===== src/fpuPkg.sv =====
/*
  Half-precision FPU definitions.
  Field widths, exponent bias and range for IEEE binary16, and the
  bit positions of the status-flag vector shared by the multiply unit.
*/

`default_nettype none

package fpuPkg;

  // Whole binary16 word, laid out as sign, exponent, fraction.
  localparam int fp16Width = 16;

  // Exponent field width.
  localparam int fp16ExpWidth = 5;

  // Stored fraction width.
  localparam int fp16FracWidth = 10;

  // Significand with the implicit bit in front.
  localparam int fp16SigWidth = fp16FracWidth + 1;

  // Exponent bias.
  localparam int fp16Bias = 15;

  // Largest biased exponent of a finite number.
  localparam int fp16ExpMax = 30;

  // Status-flag vector layout.
  localparam int statusWidth = 3;
  localparam int flagOverflow = 0;
  localparam int flagUnderflow = 1;
  localparam int flagInexact = 2;

endpackage

`default_nettype wire


===== src/fpuCoprocessor.sv =====
/*
  Binary16 multiply coprocessor.
  Four-phase req/ack front end around the multiply unit. Holds the
  operands, the result and the zero, negative and status flags, which
  stay valid for as long as ack is high.
*/

`timescale 1ns/100ps
`default_nettype none

module fpuCoprocessor (
  input  logic                             clock,
  input  logic                             reset,
  input  logic                             req,
  input  logic [fpuPkg::fp16Width-1:0]     operandA,
  input  logic [fpuPkg::fp16Width-1:0]     operandB,
  output logic                             ack,
  output logic [fpuPkg::fp16Width-1:0]     result,
  output logic                             zero,
  output logic                             negative,
  output logic [fpuPkg::statusWidth-1:0]   status
);

  localparam int signPos = fpuPkg::fp16Width - 1;

  typedef enum logic [1:0] {
    hsWaitReq,
    hsIdle,
    hsBusy,
    hsAck
  } hsStateType;

  hsStateType hsState;

  logic [fpuPkg::fp16Width-1:0] opA;
  logic [fpuPkg::fp16Width-1:0] opB;
  logic [fpuPkg::fp16Width-1:0] mulResult;
  logic [fpuPkg::statusWidth-1:0] mulStatus;
  logic start;
  logic mulDone;
  logic accept;

  assign accept = (hsState == hsIdle) && req && !ack;

  always_ff @(posedge clock) begin
    if (accept) begin
      opA <= operandA;
      opB <= operandB;
    end
  end

  fpuMul16 #(
    .width(fpuPkg::fp16SigWidth)
  ) mulUnit (
    .clock(clock),
    .reset(reset),
    .start(start),
    .in1(opA),
    .in2(opB),
    .result(mulResult),
    .status(mulStatus),
    .done(mulDone)
  );

  always_ff @(posedge clock, posedge reset) begin
    if (reset) begin
      hsState <= hsWaitReq;
      start <= 1'b0;
      ack <= 1'b0;
      result <= '0;
      zero <= 1'b0;
      negative <= 1'b0;
      status <= '0;
    end else begin
      start <= 1'b0;
      case (hsState)
        // A req still high from before reset is not a new request.
        hsWaitReq: if (!req) hsState <= hsIdle;
        hsIdle: begin
          if (accept) begin
            start <= 1'b1;
            hsState <= hsBusy;
          end
        end
        hsBusy: begin
          if (mulDone) begin
            result <= mulResult;
            zero <= (mulResult[signPos-1:0] == '0);
            negative <= mulResult[signPos];
            status <= mulStatus;
            ack <= 1'b1;
            hsState <= hsAck;
          end
        end
        hsAck: begin
          // Outputs hold until the host drops req.
          if (!req) begin
            ack <= 1'b0;
            hsState <= hsIdle;
          end
        end
        default: hsState <= hsWaitReq;
      endcase
    end
  end

endmodule

`default_nettype wire


===== src/fpuMul16.sv =====
/*
  Binary16 multiply unit.
  Sign and exponent datapath around a sequential significand multiplier
  and a rounding normalizer. A start pulse runs one multiply; done
  pulses once with result and status valid.
*/

`timescale 1ns/100ps
`default_nettype none

module fpuMul16 #(
  parameter int width = 11
) (
  input  logic                             clock,
  input  logic                             reset,
  input  logic                             start,
  input  logic [fpuPkg::fp16Width-1:0]     in1,
  input  logic [fpuPkg::fp16Width-1:0]     in2,
  output logic [fpuPkg::fp16Width-1:0]     result,
  output logic [fpuPkg::statusWidth-1:0]   status,
  output logic                             done
);

  localparam int expWidth = fpuPkg::fp16ExpWidth;
  localparam int fracWidth = fpuPkg::fp16FracWidth;
  localparam int signPos = fpuPkg::fp16Width - 1;
  localparam int expSumWidth = expWidth + 2;

  typedef enum logic [1:0] {
    stateIdle,
    stateComputing,
    stateFinishing
  } mulStateType;

  mulStateType state;

  logic [expWidth-1:0] exp1;
  logic [expWidth-1:0] exp2;
  logic [expWidth-1:0] effExp1;
  logic [expWidth-1:0] effExp2;
  logic [width-1:0] sig1;
  logic [width-1:0] sig2;
  logic [2*width-1:0] sigProduct;
  logic signed [expSumWidth-1:0] unnormExp;
  logic outSign;
  logic mulDone;
  logic [fpuPkg::fp16Width-1:0] normOut;
  logic [fpuPkg::statusWidth-1:0] normStatus;

  assign outSign = in1[signPos] ^ in2[signPos];
  assign exp1 = in1[signPos-1 -: expWidth];
  assign exp2 = in2[signPos-1 -: expWidth];

  // Implicit bit is clear for zero and subnormal operands.
  assign sig1 = {exp1 != '0, in1[fracWidth-1:0]};
  assign sig2 = {exp2 != '0, in2[fracWidth-1:0]};

  // Subnormals carry the exponent of the smallest normal.
  assign effExp1 = (exp1 == '0) ? expWidth'(1) : exp1;
  assign effExp2 = (exp2 == '0) ? expWidth'(1) : exp2;
  assign unnormExp = expSumWidth'(effExp1) + expSumWidth'(effExp2)
                   - expSumWidth'(fpuPkg::fp16Bias);

  fpuMultiplier #(
    .width(width)
  ) sigMultiplier (
    .clock(clock),
    .reset(reset),
    .start(start),
    .multiplicand(sig1),
    .multiplier(sig2),
    .product(sigProduct),
    .done(mulDone)
  );

  fpuNormalizer mulNormalizer (
    .sign(outSign),
    .unnormExp(unnormExp),
    .unnormProduct(sigProduct),
    .normOut(normOut),
    .status(normStatus)
  );

  always_ff @(posedge clock, posedge reset) begin
    if (reset) begin
      state <= stateIdle;
    end else begin
      case (state)
        stateIdle: if (start) state <= stateComputing;
        stateComputing: if (mulDone) state <= stateFinishing;
        stateFinishing: state <= stateIdle;
        default: state <= stateIdle;
      endcase
    end
  end

  // Capture the rounded result as the multiplier finishes.
  always_ff @(posedge clock) begin
    if (state == stateComputing && mulDone) begin
      result <= normOut;
      status <= normStatus;
    end
  end

  assign done = (state == stateFinishing);

endmodule

`default_nettype wire


===== src/fpuMultiplier.sv =====
/*
  Sequential shift-add multiplier.
  Unsigned product of two width-bit values, one partial product per
  cycle. Done pulses for one cycle after the last step; the product
  then holds until the next start.
*/

`timescale 1ns/100ps
`default_nettype none

module fpuMultiplier #(
  parameter int width = 11
) (
  input  logic                 clock,
  input  logic                 reset,
  input  logic                 start,
  input  logic [width-1:0]     multiplicand,
  input  logic [width-1:0]     multiplier,
  output logic [2*width-1:0]   product,
  output logic                 done
);

  localparam int countWidth = $clog2(width + 1);

  logic [2*width-1:0] accumulator;
  logic [2*width-1:0] mcandShift;
  logic [width-1:0]   mplierShift;
  logic [countWidth-1:0] bitCount;

  // Accumulate shifted multiplicand for each set multiplier bit.
  always_ff @(posedge clock) begin
    if (start) begin
      accumulator <= '0;
      mcandShift <= {{width{1'b0}}, multiplicand};
      mplierShift <= multiplier;
    end else if (bitCount != '0) begin
      if (mplierShift[0]) begin
        accumulator <= accumulator + mcandShift;
      end
      mcandShift <= mcandShift << 1;
      mplierShift <= mplierShift >> 1;
    end
  end

  // Step counter; done follows the final step.
  always_ff @(posedge clock, posedge reset) begin
    if (reset) begin
      bitCount <= '0;
      done <= 1'b0;
    end else begin
      done <= 1'b0;
      if (start) begin
        bitCount <= countWidth'(width);
      end else if (bitCount != '0) begin
        bitCount <= bitCount - 1'b1;
        if (bitCount == countWidth'(1)) begin
          done <= 1'b1;
        end
      end
    end
  end

  assign product = accumulator;

endmodule

`default_nettype wire


===== src/fpuNormalizer.sv =====
/*
  Binary16 product normalizer.
  Takes the raw significand product and the unbiased-sum exponent,
  normalizes, denormalizes tiny results, rounds to nearest-even and
  raises overflow, underflow and inexact.
*/

`timescale 1ns/100ps
`default_nettype none

module fpuNormalizer (
  input  logic                                   sign,
  input  logic signed [fpuPkg::fp16ExpWidth+1:0] unnormExp,
  input  logic [2*fpuPkg::fp16SigWidth-1:0]      unnormProduct,
  output logic [fpuPkg::fp16Width-1:0]           normOut,
  output logic [fpuPkg::statusWidth-1:0]         status
);

  localparam int sigWidth = fpuPkg::fp16SigWidth;
  localparam int fracWidth = fpuPkg::fp16FracWidth;
  localparam int expWidth = fpuPkg::fp16ExpWidth;
  localparam int prodWidth = 2 * sigWidth;
  // Product bit just below the kept significand.
  localparam int guardPos = prodWidth - 2 - sigWidth;

  logic [prodWidth-1:0] sig;
  logic [prodWidth-1:0] lostMask;
  logic [sigWidth:0]    sigRounded;
  logic [expWidth-1:0]  expField;
  logic sticky;
  logic found;
  logic tiny;
  logic guardBit;
  logic roundBit;
  logic restBits;
  logic roundUp;
  logic inexact;
  logic overflow;
  int expWork;
  int lzc;
  int leftShift;
  int rightShift;

  always_comb begin
    sig = unnormProduct;
    expWork = int'(unnormExp);
    sticky = 1'b0;
    found = 1'b0;
    lzc = 0;
    leftShift = 0;
    rightShift = 0;
    lostMask = '0;

    if (sig[prodWidth-1]) begin
      // Significand in [2,4), one step right.
      sticky = sig[0];
      sig = sig >> 1;
      expWork = expWork + 1;
    end else begin
      for (int i = prodWidth - 2; i >= 0; i--) begin
        if (!found) begin
          if (sig[i]) begin
            found = 1'b1;
          end else begin
            lzc = lzc + 1;
          end
        end
      end
      // Left shift stops once the exponent reaches one.
      if (expWork > 1) begin
        leftShift = (lzc < expWork - 1) ? lzc : expWork - 1;
      end
      sig = sig << leftShift;
      expWork = expWork - leftShift;
    end

    // Below the normal range, shift right into the subnormal format.
    if (expWork < 1) begin
      rightShift = 1 - expWork;
      lostMask = ~({prodWidth{1'b1}} << rightShift);
      sticky = sticky | (|(sig & lostMask));
      sig = sig >> rightShift;
      expWork = 1;
    end
    tiny = ~sig[prodWidth-2];

    guardBit = sig[guardPos];
    roundBit = sig[guardPos-1];
    restBits = sticky | (|sig[guardPos-2:0]);
    inexact = guardBit | roundBit | restBits;
    // Ties go to the even significand.
    roundUp = guardBit & (roundBit | restBits | sig[guardPos+1]);

    sigRounded = {1'b0, sig[prodWidth-2 -: sigWidth]} + {{sigWidth{1'b0}}, roundUp};
    if (sigRounded[sigWidth]) begin
      sigRounded = sigRounded >> 1;
      expWork = expWork + 1;
    end
    overflow = expWork > fpuPkg::fp16ExpMax;
    // No implicit bit after rounding means the result stays subnormal.
    expField = sigRounded[sigWidth-1] ? expWork[expWidth-1:0] : '0;

    normOut = {sign, expField, sigRounded[fracWidth-1:0]};
    status = '0;
    if (unnormProduct == '0) begin
      normOut = {sign, {(fpuPkg::fp16Width - 1){1'b0}}};
    end else if (overflow) begin
      normOut = {sign, {expWidth{1'b1}}, {fracWidth{1'b0}}};
      status[fpuPkg::flagOverflow] = 1'b1;
      status[fpuPkg::flagInexact] = 1'b1;
    end else begin
      status[fpuPkg::flagInexact] = inexact;
      status[fpuPkg::flagUnderflow] = tiny & inexact;
    end
  end

endmodule

`default_nettype wire


===== config.mk =====
export PLATFORM = sky130hd
export DESIGN_NAME = fpuCoprocessor
export DESIGN_NICKNAME = d
export VERILOG_FILES = /design/src/fpuPkg.sv /design/src/fpuCoprocessor.sv /design/src/fpuMul16.sv /design/src/fpuMultiplier.sv /design/src/fpuNormalizer.sv
export SDC_FILE = /design/constraint.sdc
export NUM_CORES = 1
export LEC_CHECK = 0
export BUFFER_PORTS_ARGS = -buffer_cell sky130_fd_sc_hd__buf_2
export CORE_MARGIN = 2
export CORE_UTILIZATION = 55
export DETAILED_ROUTE_END_ITERATION = 10
export HOLD_SLACK_MARGIN = 0.12
export PLACE_DENSITY = 0.75
export RECOVER_POWER = 50
export SYNTH_ARGS = -nofsm -noshare
export SYNTH_HDL_FRONTEND = slang
export SYNTH_HIERARCHICAL = 1
export SYNTH_SLANG_ARGS = --single-unit

===== constraint.sdc =====
create_clock -name clock -period 55.2 [get_ports clock]
set_input_delay 11.04 -clock clock [delete_from_list [all_inputs] [get_ports clock]]
set_output_delay 11.04 -clock clock [all_outputs]
set_load 0.02 [all_outputs]

==> After elaboration in Yosys (flattened, before gate mapping) <==
Cells that the tools add are included.
{ "word_totals": {"input_bits": 35, "reg_bits": 138, "out_inout_bits": 22} }
{ "classes": {"mux": 159, "n_eq_ne": 12, "shifts": 3, "n_addsub": 30, "bitwise_logic": 12, "order_cmp": 4, "n_reduce_logical": 24} }
{ "op_table": {"columns": ["cell", "n"], "rows": [
  ["32-bit 2-to-1 mux", 67],
  ["32-bit by 2-bit adder with 32-bit output, second input constant", 21],
  ["1-bit 2-to-1 mux", 71],
  ["11-bit 2-to-1 mux", 5],
  ["32-bit by 6-bit > comparator with 1-bit output, second input constant", 1],
  ["32-bit by 2-bit less-than comparator with 1-bit output, second input constant", 1],
  ["32-bit less-than comparator", 1],
  ["22-bit by 32-bit << shifter with 22-bit output", 1],
  ["22-bit by 32-bit << shifter with 22-bit output, first input constant", 1],
  ["22-bit by 32-bit right shift with 21-bit output", 1],
  ["2-bit by 32-bit subtractor with 32-bit output, first input constant", 1],
  ["7-bit by 32-bit subtractor with 32-bit output", 1],
  ["22-bit adder", 1],
  ["22-bit AND", 1],
  ["22-bit zero test", 1],
  ["22-bit 2-to-1 mux", 1],
  ["22-bit inverter", 1],
  ["22-bit OR reduction", 1],
  ["21-bit 2-to-1 mux", 1],
  ["15-bit zero test", 1],
  ["15-bit 2-to-1 mux", 1],
  ["5-bit 2-to-1 mux", 3],
  ["11-bit by 1-bit adder with 12-bit output", 1],
  ["2-bit inequality test, second input constant", 6],
  ["29 further kinds", 53]
]} }

==> Depth between registers and ports, before layout <==
Gate-level depths: netlist of run 1.
{ "logic_depth": {"depth_word": 103, "depth_mapped": 114} }

==> Modules after synthesis <==
The synthesis of run 1 kept the hierarchy.
{ "by_module_without_submodules": {"columns": ["mod", "area_each_um2", "cells_per_inst", "instances"], "rows": [
  ["fpuNormalizer", 11513.5, 1798, 1],
  ["fpuMultiplier", 3627.2, 396, 1],
  ["fpuCoprocessor", 1978.1, 104, 1],
  ["fpuMul16", 948.4, 68, 1]
]} }

==> Worst setup path after synthesis of run 1 <==
No wires, ideal clock.
{ "synth_path": {"path_type": "reg2reg", "from": "register mulUnit.sigMultiplier.accumulator[19], in the netlist mulUnit/sigMultiplier/product[19]", "to": "register mulUnit/result[6] (netlist name), data pin", "slack_ns": 33.381, "arrival_time_ns": 21.651, "stages_incl_launch_ff": 110, "cell_sequence": "dfxtp_1 or2_1 clkbuf_1 inv_2 ha_1 nor2_1 nor2_1 ha_1 mux2i_1 a21oi_1 ha_1 mux2_2 ha_1 o21ai_0 a21oi_1 ha_1 mux2_2 o21ai_0 [... 74 more ...] or4_1 a211oi_1 nand4_1 clkbuf_1 nor2_1 nand2_1 o31ai_1 a221oi_1 o221ai_1 a221oi_2 a311oi_2 nand4_2 or4_1 a211oi_2 a41oi_1 or4_1 buf_4 nor4b_4"} }
{ "synth_between": {"elab_chain_cells": 100} }
{ "synth_lines": {"columns": ["element", "line", "text"], "rows": [
  ["from (decl)", "fpuMultiplier.sv:25", "logic [2*width-1:0] accumulator;"],
  ["from (signal assigned)", "fpuMultiplier.sv:38", "accumulator <= accumulator + mcandShift;"],
  ["32-bit 2-to-1 mux", "fpuNormalizer.sv:62", "if (sig[i]) begin"],
  ["32-bit 2-to-1 mux", "fpuNormalizer.sv:61", "if (!found) begin"],
  ["32-bit 2-to-1 mux", "fpuNormalizer.sv:54", "if (sig[prodWidth-1]) begin"],
  ["32-bit by 2-bit adder with 32-bit output", "fpuNormalizer.sv:65", "lzc = lzc + 1;"],
  ["32-bit 2-to-1 mux", "fpuNormalizer.sv:62", null],
  ["32-bit 2-to-1 mux", "fpuNormalizer.sv:61", null],
  ["32-bit 2-to-1 mux", "fpuNormalizer.sv:54", null],
  ["32-bit by 2-bit adder with 32-bit output", "fpuNormalizer.sv:65", null],
  ["[... 83 more ...]", null, null],
  ["1-bit 2-to-1 mux", "fpuNormalizer.sv:78", "if (expWork < 1) begin"],
  ["1-bit bitwise OR", "fpuNormalizer.sv:89", "restBits = sticky | (|sig[guardPos-2:0]);"],
  ["1-bit bitwise OR (2 in series)", "fpuNormalizer.sv:92", "roundUp = guardBit & (roundBit | restBits | sig[guardPos+1]);"],
  ["1-bit AND", "fpuNormalizer.sv:92", null],
  ["11-bit by 1-bit adder with 12-bit output", "fpuNormalizer.sv:94", "sigRounded = {1'b0, sig[prodWidth-2 -: sigWidth]} + {{sigWidth{1'b0}}, roundUp};"],
  ["32-bit 2-to-1 mux", "fpuNormalizer.sv:95", "if (sigRounded[sigWidth]) begin"],
  ["32-bit by 6-bit > comparator with 1-bit output", "fpuNormalizer.sv:99", "overflow = expWork > fpuPkg::fp16ExpMax;"],
  ["2-bit OR reduction (no source line)", null, null],
  ["to (signal assigned)", "fpuMul16.sv:100", "result <= normOut;"],
  ["to (decl)", "fpuMul16.sv:19", "output logic [fpuPkg::fp16Width-1:0] result,"]
]} }
Several ways; a longest one is shown, not always the timed one. The select of a mux whose other input is x is not followed.
A chain may end at the register's enable or synchronous reset.

==> Final worst setup path of run 1 <==
{ "layout_path": {"from": "register mulUnit.sigMultiplier.accumulator[20], in the netlist mulUnit/sigMultiplier/product[20]", "to": "register mulUnit/status[2] (netlist name), data pin"} }
{ "layout_between": {"elab_chain_cells": 103} }
{ "layout_lines": {"columns": ["element", "line", "text"], "rows": [
  ["1-bit 2-to-1 mux", "fpuNormalizer.sv:62", null],
  ["32-bit 2-to-1 mux", "fpuNormalizer.sv:54", null],
  ["32-bit by 2-bit adder with 32-bit output", "fpuNormalizer.sv:65", null],
  ["32-bit 2-to-1 mux", "fpuNormalizer.sv:62", null],
  ["32-bit 2-to-1 mux", "fpuNormalizer.sv:61", null],
  ["32-bit 2-to-1 mux", "fpuNormalizer.sv:54", null],
  ["32-bit by 2-bit adder with 32-bit output", "fpuNormalizer.sv:65", null],
  ["32-bit 2-to-1 mux", "fpuNormalizer.sv:62", null],
  ["[... 86 more ...]", null, null],
  ["1-bit 2-to-1 mux", "fpuNormalizer.sv:78", null],
  ["1-bit bitwise OR", "fpuNormalizer.sv:89", null],
  ["1-bit bitwise OR (2 in series)", "fpuNormalizer.sv:92", null],
  ["1-bit AND", "fpuNormalizer.sv:92", null],
  ["11-bit by 1-bit adder with 12-bit output", "fpuNormalizer.sv:94", null],
  ["32-bit 2-to-1 mux", "fpuNormalizer.sv:95", null],
  ["32-bit by 6-bit > comparator with 1-bit output", "fpuNormalizer.sv:99", null],
  ["1-bit 2-to-1 mux", "fpuNormalizer.sv:107", "end else if (overflow) begin"],
  ["to (signal assigned)", "fpuMul16.sv:101", "status <= normStatus;"],
  ["to (decl)", "fpuMul16.sv:20", "output logic [fpuPkg::statusWidth-1:0] status,"]
]} }
Several ways; a longest one is shown, not always the timed one. The select of a mux whose other input is x is not followed.

==> qor.csv, run 1 <==
metric,value,unit
diode count,0,
Final Max Tran Viols,56,
clk_lat worst skew,0.43,ns
# resized after CTS,0,
H-tree depth,4,
CTS tree,built,
Mapped Avg Cell Area,7.636,um2
Hold Crit Class,reg2reg,
layout cell share with drive strength beyond 1,10.76,%
CP Data Arrival Time,26.69,ns
footprint of the multi-input gates,0.01365,mm2
most frequent CP cell,ha_1,
HPWL Detailed,45110,um
clk slew on worst S/H paths,0.07,ns
post-synthesis register bit count,137,
hold slack,0.4541,ns
RSZ-0062 raised after global routing,false,
final WL,60100,um
Layout Cells excl Fill,2811,
Synth warnings,6,
Max transition margin,-80.41,%
GR Layer Usage met3,4.522,%
Slowest cell on crit path,nor3_1,
Area Overhead vs Synth,6.343,%
Final Skew,0.01544,ns
IO Port Bufs,56,
nature of the critical path startpoint,flip-flop,
clk sink count,137,
dpl cells,2779,
register area,0.003631,mm2
initial DRC count,1705,
gate count after technology mapping,2366,
die height,185.2,um
Die W,185.2,um
DR vias/cell,6.791,
max-cap check violation count,1,
status,finished with violations,
worst-path maximum fanout,21,
WS Path Type,reg2reg,
final net count,2497,
Post-synth EDFFs,73,
Pre-antenna DRT Iters,6,
via count,19090,
failing checks,"capacitance limit, slew limit",
fin crit period,26.56,ns
initial antenna violation count,0,
CTS max path bufs,2,
Crit. End Element,flip-flop,
Final Hold Violating Endpoints,0,
setup TNS,0,ns
WP data required,55.33,ns
die footprint,0.03432,mm2
largest net degree at the start of global routing,56,
cts hold-fix bufs,0,
Max stage delay on crit path,0.90,ns
period utilisation layout,48.12,%
fillcell total,2999,
DRC Markers,0,
slew of the pin with the lowest slew margin,2.706,ns
sequential fraction of the synthesis area,20.08,%
Yosys cell types,122,
# IOs,57,
number of core rows,66,
initial core utilization,55.67,%
synthesized area,0.01807,mm2
ANT nets after route,0,
root buf cell,clkbuf_16,
core box area,0.03245,mm2
routed length per placed instance,21.38,um
"Setup Fix Bufs, Post-CTS",0,
ys flop type,edfxtp_1,
routability cong.,1.027,
grt ovf,0,
vias in the first global route,17788,
Peak Freq,37.64,MHz
global-route wire length before repair,94630,um
# setup viols final,0,
met1 Track Usage GR,43.55,%
All-Layer GR Usage,34.27,%
Synth async-reset ratio,22.63,%
M2 GR Usage,57.43,%
TritonCTS buffer count,17,
GR peak layer,met2,
[path summary, 6_finish.rpt]
path / start / endpoint / slack (ns) / cells past startpoint
worst min-delay path: mulUnit/status[2]$_DFFE_PP_ / status[2]$_DFFE_PP0P_ / 0.45 / 1
min in group asynchronous: reset / mulUnit/state[0]$_DFFE_PP0P_ / 10.53 / 2
worst min register to register: mulUnit/status[2]$_DFFE_PP_ / status[2]$_DFFE_PP0P_ / 0.45 / 1
worst max-delay path: mulUnit/sigMultiplier/product[20]$_SDFFE_PP0P_ / mulUnit/status[2]$_DFFE_PP_ / 28.64 / 107
worst max register to register: mulUnit/sigMultiplier/product[20]$_SDFFE_PP0P_ / mulUnit/status[2]$_DFFE_PP_ / 28.64 / 107
max in group asynchronous: reset / start$_DFF_PP0_ / 43.70 / 2
[cells in the mapped netlist (26+ instances only)]
cell / number / area (um2)
a31oi_1: 36 / 225.2
xnor2_1: 69 / 604.3
a211oi_1: 26 / 195.2
nor3_1: 86 / 430.4
nand2_1: 276 / 1036
mux2_2: 33 / 371.6
a21oi_1: 172 / 860.8
nand4_1: 43 / 269.0
mux2i_1: 46 / 460.4
a21o_1: 40 / 300.3
ha_1: 103 / 1289
inv_1: 63 / 236.5
and2_1: 33 / 206.5
nand3_1: 121 / 605.6
nor4_1: 31 / 193.9
and3_1: 31 / 193.9
edfxtp_1: 73 / 2192
dfrtp_1: 31 / 775.7
or3_1: 28 / 175.2
nor2_1: 194 / 728.2
xor2_1: 34 / 297.8
clkbuf_1: 91 / 341.6
o211ai_1: 28 / 210.2
o21ai_0: 105 / 525.5
dfxtp_1: 33 / 660.6
[area by class of cell]
type                       instances  area share, %
clock buffer                      17          2.214
clock inverter                    15         0.8270
inverter                          68          1.328
multi-input combinational       2039          71.03
sequential                       137          18.90
tap                              442          2.878
timing repair buffer              93          2.820
[layer usage]
metal	routed length (um)	share of wire [%]
met5	0	0
met4	2827	4.7
met3	4316	7.2
met2	28000	47
met1	24950	42
[through the flow]
stage	util, %	cell area [um2]	setup WS (ns)
after floorplan	-	18110	33.38
after global placement	57.54	18670	30.50
after detailed placement	57.54	18670	29.30
after CTS	59.34	19260	29.15
after global routing	59.20	19210	26.65
final	59.20	19210	28.64
[placed cells by master (no fill, tap or decap), drive strengths merged, types with 73 or more instances in the layout]
cell      n
edfxtp   73
nor2    197
nand2   280
o21ai   124
buf      88
inv      74
a21oi   177
nor3     93
nand3   121
ha      103
xnor2    75
[critical path, delay by kind of cell, from the launching register on]
| kind | cells | cell delay, ns |
|---|---|---|
| adder cells (fa/ha/maj) | 21 | 6.52 |
| multiplexers | 6 | 1.13 |
| AO/OA/AOI/OAI | 38 | 7.69 |
| AND/OR/NAND/NOR | 34 | 8.10 |
| buffers and inverters | 4 | 1.04 |
| flip-flops | 1 | 0.67 |
| XOR/XNOR | 4 | 1.08 |
[state kept, by name (all words and copies together) (netlist names), 4 cells and up]
signal                             cells
mulUnit/result                        16
mulUnit/sigMultiplier/bitCount         4
result                                16
opA                                   16
mulUnit/sigMultiplier/mcandShift      22
mulUnit/sigMultiplier/product         22
opB                                   16
mulUnit/sigMultiplier/mplierShift     11
[cell families (layout without fill, tap and decap cells)]
logic type | after synthesis | after routing | share of synthesized area, %
flip-flops | 137 | 137 | 20.08
adder cells (fa/ha/maj) | 108 | 108 | 7.576
XOR/XNOR | 116 | 116 | 6.600
other | 1 | 12 | 0.02076
buffers and inverters | 201 | 193 | 4.515
AO/OA/AOI/OAI | 706 | 706 | 27.37
AND/OR/NAND/NOR | 996 | 996 | 27.67
multiplexers | 101 | 101 | 6.163
Power of run 1 is not shown: default switching activity piles up to over one toggle a cycle in this logic, so the estimate is an artifact.
==> inputs of run 2 (changes only) <==
--- a/config.mk
+++ b/config.mk
@@ -5,12 +5,13 @@
 export SDC_FILE = /design/constraint.sdc
 export NUM_CORES = 1
 export LEC_CHECK = 0
+export ABC_AREA = 1
 export BUFFER_PORTS_ARGS = -buffer_cell sky130_fd_sc_hd__buf_2
 export CORE_MARGIN = 2
 export CORE_UTILIZATION = 55
 export DETAILED_ROUTE_END_ITERATION = 10
 export HOLD_SLACK_MARGIN = 0.12
-export PLACE_DENSITY = 0.75
+export PLACE_DENSITY = 0.78
 export RECOVER_POWER = 50
 export SYNTH_ARGS = -nofsm -noshare
 export SYNTH_HDL_FRONTEND = slang
==> constraint.sdc (replaced) <==
create_clock -name clock -period 22 [get_ports clock]
set_input_delay 4.4 -clock clock [delete_from_list [all_inputs] [get_ports clock]]
set_output_delay 4.4 -clock clock [all_outputs]
set_load 0.02 [all_outputs]
==> qor.csv, run 2 <==
metric,value,unit,change
Final Max Tran Viols,84,,+50%
Post-synth EDFFs,73,,unchanged
gate count after technology mapping,2614,,+10%
ys flop type,edfxtp_1,,
DR WL met3,4155,um,-3.7%
final net count,2792,,+12%
via count,17062,,-11%
global-route wire length before repair,74980,um,-21%
fin crit period,20.10,ns,-6.469 ns
CTS max path bufs,2,,unchanged
cts hold-fix bufs,0,,unchanged
diode count,0,,unchanged
Area Overhead vs Synth,7.615,%,
die height,174.7,um,-5.7%
final WL,45630,um,-24%
worst-path maximum fanout,21,,unchanged
RSZ-0062 raised after global routing,false,,
layout cell share with drive strength beyond 1,9.722,%,-1.0 points
initial DRC count,1813,,+6.3%
vias in the first global route,15828,,-11%
synthesized area,0.01602,mm2,-11%
Die W,174.7,um,-5.7%
setup TNS,0,ns,unchanged
setup ws final,1.905,ns,-26.73 ns
Synth top area share,18.04,%,+5.9 points
period utilisation layout,91.34,%,+43 points
highest metal used,met4,,
clk sink count,137,,unchanged
Max stage delay on crit path,0.43,ns,-0.47 ns
die footprint,0.03051,mm2,-11%
number of core rows,62,,-6.1%
H-tree depth,4,,unchanged
final core occ,60.06,%,+0.86 points
ANT nets after route,0,,unchanged
Hold Crit Class,reg2reg,,
cell with the most instances after synthesis,nand2_1,,
largest net degree at the start of global routing,45,,-20%
post-synthesis register bit count,137,,unchanged
failing checks,"capacitance limit, slew limit",,
DRC Markers,0,,unchanged
nature of the critical path startpoint,flip-flop,,
WP data required,22.18,ns,-33.15 ns
max-cap check violation count,2,,+1
HPWL Detailed,34930,um,-23%
Synth warnings,6,,unchanged
Final Skew,0.01774,ns,+0.002297 ns
IO Port Bufs,56,,unchanged
status,finished with violations,,
Final Hold Violating Endpoints,0,,unchanged
metal2 WL,19880,um,-29%
post-synth top area cell,nand2_1,,
Slowest cell on crit path,dfxtp_2,,
routed length per placed instance,14.97,um,-30%
clk slew on worst S/H paths,0.07,ns,about the same
WS Path Type,reg2reg,,
Layout Cells excl Fill,3048,,+8.4%
"worst slack, placed",0.2277,ns,-29.07 ns
Max transition margin,-41.23,%,+39 points
most frequent CP cell,nand2_1,,
routability cong.,0.9738,,-5.2%
initial antenna violation count,1,,+1
"commonest non-fill, non-tap cell in the layout",nand2_1,,
Synth top cells by count,"nand2_1 (770), inv_1 (326), nand3_1 (309)",,
grt ovf,0,,unchanged
Area contributors post-synth,"nand2_1 (18%), edfxtp_1 (14%), nand3_1 (9.7%)",,
DR vias/cell,5.598,,-18%
core box area,0.02870,mm2,-12%
All-Layer GR Usage,29.63,%,-4.6 points
CP Data Arrival Time,20.27,ns,-6.42 ns
slew of the pin with the lowest slew margin,2.118,ns,-0.5877 ns
# IOs,57,,unchanged
Post-Route M1 WL,20470,um,-18%
Peak Freq,49.76,MHz,+32%
Yosys cell types,65,,-47%
sequential fraction of the synthesis area,22.65,%,+2.6 points
root buf cell,clkbuf_16,,
Pre-antenna DRT Iters,6,,unchanged
most frequent cells in the layout,"nand2_1 (770), inv_1 (324), nand3_1 (307), nor2_1 (284), ha_1 (103)",,
Synth async-reset ratio,22.63,%,unchanged
# setup viols final,0,,unchanged
Crit. End Element,flip-flop,,
TritonCTS buffer count,17,,unchanged
clk_lat worst skew,0.44,ns,about the same
CTS tree,built,,
initial core utilization,55.81,%,+0.14 points
Mapped Avg Cell Area,6.128,um2,-20%
dpl cells,3005,,+8.1%
## run 2: cell count changes after synthesis, moves of 39 or more
cell,before,now
nand2_1,276,770
a21oi_1,172,89
nand3_1,121,309
a21o_1,40,1
nor2_1,194,289
clkbuf_1,91,24
xnor2_1,69,15
inv_1,63,326
nor3_1,86,34
mux2i_1,46,0
## run 2: critical path, delay by kind of cell (launching register included)
kind / cells / cell delay [ns]
and+or+nand+nor: 72 / 8.92
DFF: 1 / 0.43
AOI/OAI and AO/OA: 12 / 1.85
adders and majority gates: 22 / 6.35
buffers and inverters: 21 / 1.92
xor gates and xnor gates: 2 / 0.32
## run 2: cell type report
| cell class | count | area [um2] |
|---|---|---|
| fill | 2781 | 11460 |
| multi-input combinational | 2054 | 10720 |
| sequential | 137 | 3631 |
| inverter | 359 | 1360 |
| tap | 384 | 480.5 |
| timing repair buffer | 81 | 475.5 |
| clock buffer | 18 | 429.2 |
| clock inverter | 14 | 133.9 |
| timing repair inverter | 1 | 5.005 |
## run 2: final timing paths
path                                                                      from                            to  slack, ns  cells after the start
min in group asynchronous                                                reset  mulUnit/state[1]$_DFFE_PP0P_       3.84                      2
worst max register to register  mulUnit/sigMultiplier/product[19]$_SDFFE_PP0P_  mulUnit/result[10]$_DFFE_PP_       1.90                    129
worst max-delay path            mulUnit/sigMultiplier/product[19]$_SDFFE_PP0P_  mulUnit/result[10]$_DFFE_PP_       1.90                    129
worst min-delay path                              mulUnit/state[1]$_DFFE_PP0P_  mulUnit/state[1]$_DFFE_PP0P_       0.47                      1
worst min register to register                    mulUnit/state[1]$_DFFE_PP0P_  mulUnit/state[1]$_DFFE_PP0P_       0.47                      1
max in group asynchronous                                                reset         result[5]$_DFFE_PP0P_      17.28                      2
## run 2: logic make-up (layout without fill, tap and decap cells)
family                   count (synthesis)  in the layout  synth area share, %
flip-flops                             137            137                22.65
AO/OA/AOI/OAI                          251            251                8.631
AND/OR/NAND/NOR                       1607           1609                44.72
buffers and inverters                  436            473                11.11
other                                    1             12              0.02341
XOR/XNOR                                64             64                3.499
multiplexers                            12             12               0.9373
adder cells (fa/ha/maj)                106            106                8.420
## run 2: timing repair
action	4_1_cts	5_1_grt
endpoints found under the setup margin	0	18
resized for setup	0	25
buffers inserted	0	8
## run 2: per-layer routing
metal | track usage, % | up-vias
li1 | - | 8607
met5 | 0 | -
met2 | 47.33 | 726
met1 | 40.41 | 7641
met3 | 5.875 | 88
met4 | 9.201 | 0
## run 2: metrics by stage
stage	cell area, um2	hold slack [ns]
2_1_floorplan	16060	0.4248
3_3_place_gp	16530	0.4382
3_5_place_dp	16530	0.4607
4_1_cts	17100	0.4687
5_1_grt	17240	0.4880
6_report	17240	0.4708
Power of run 2 is left out for the same reason.
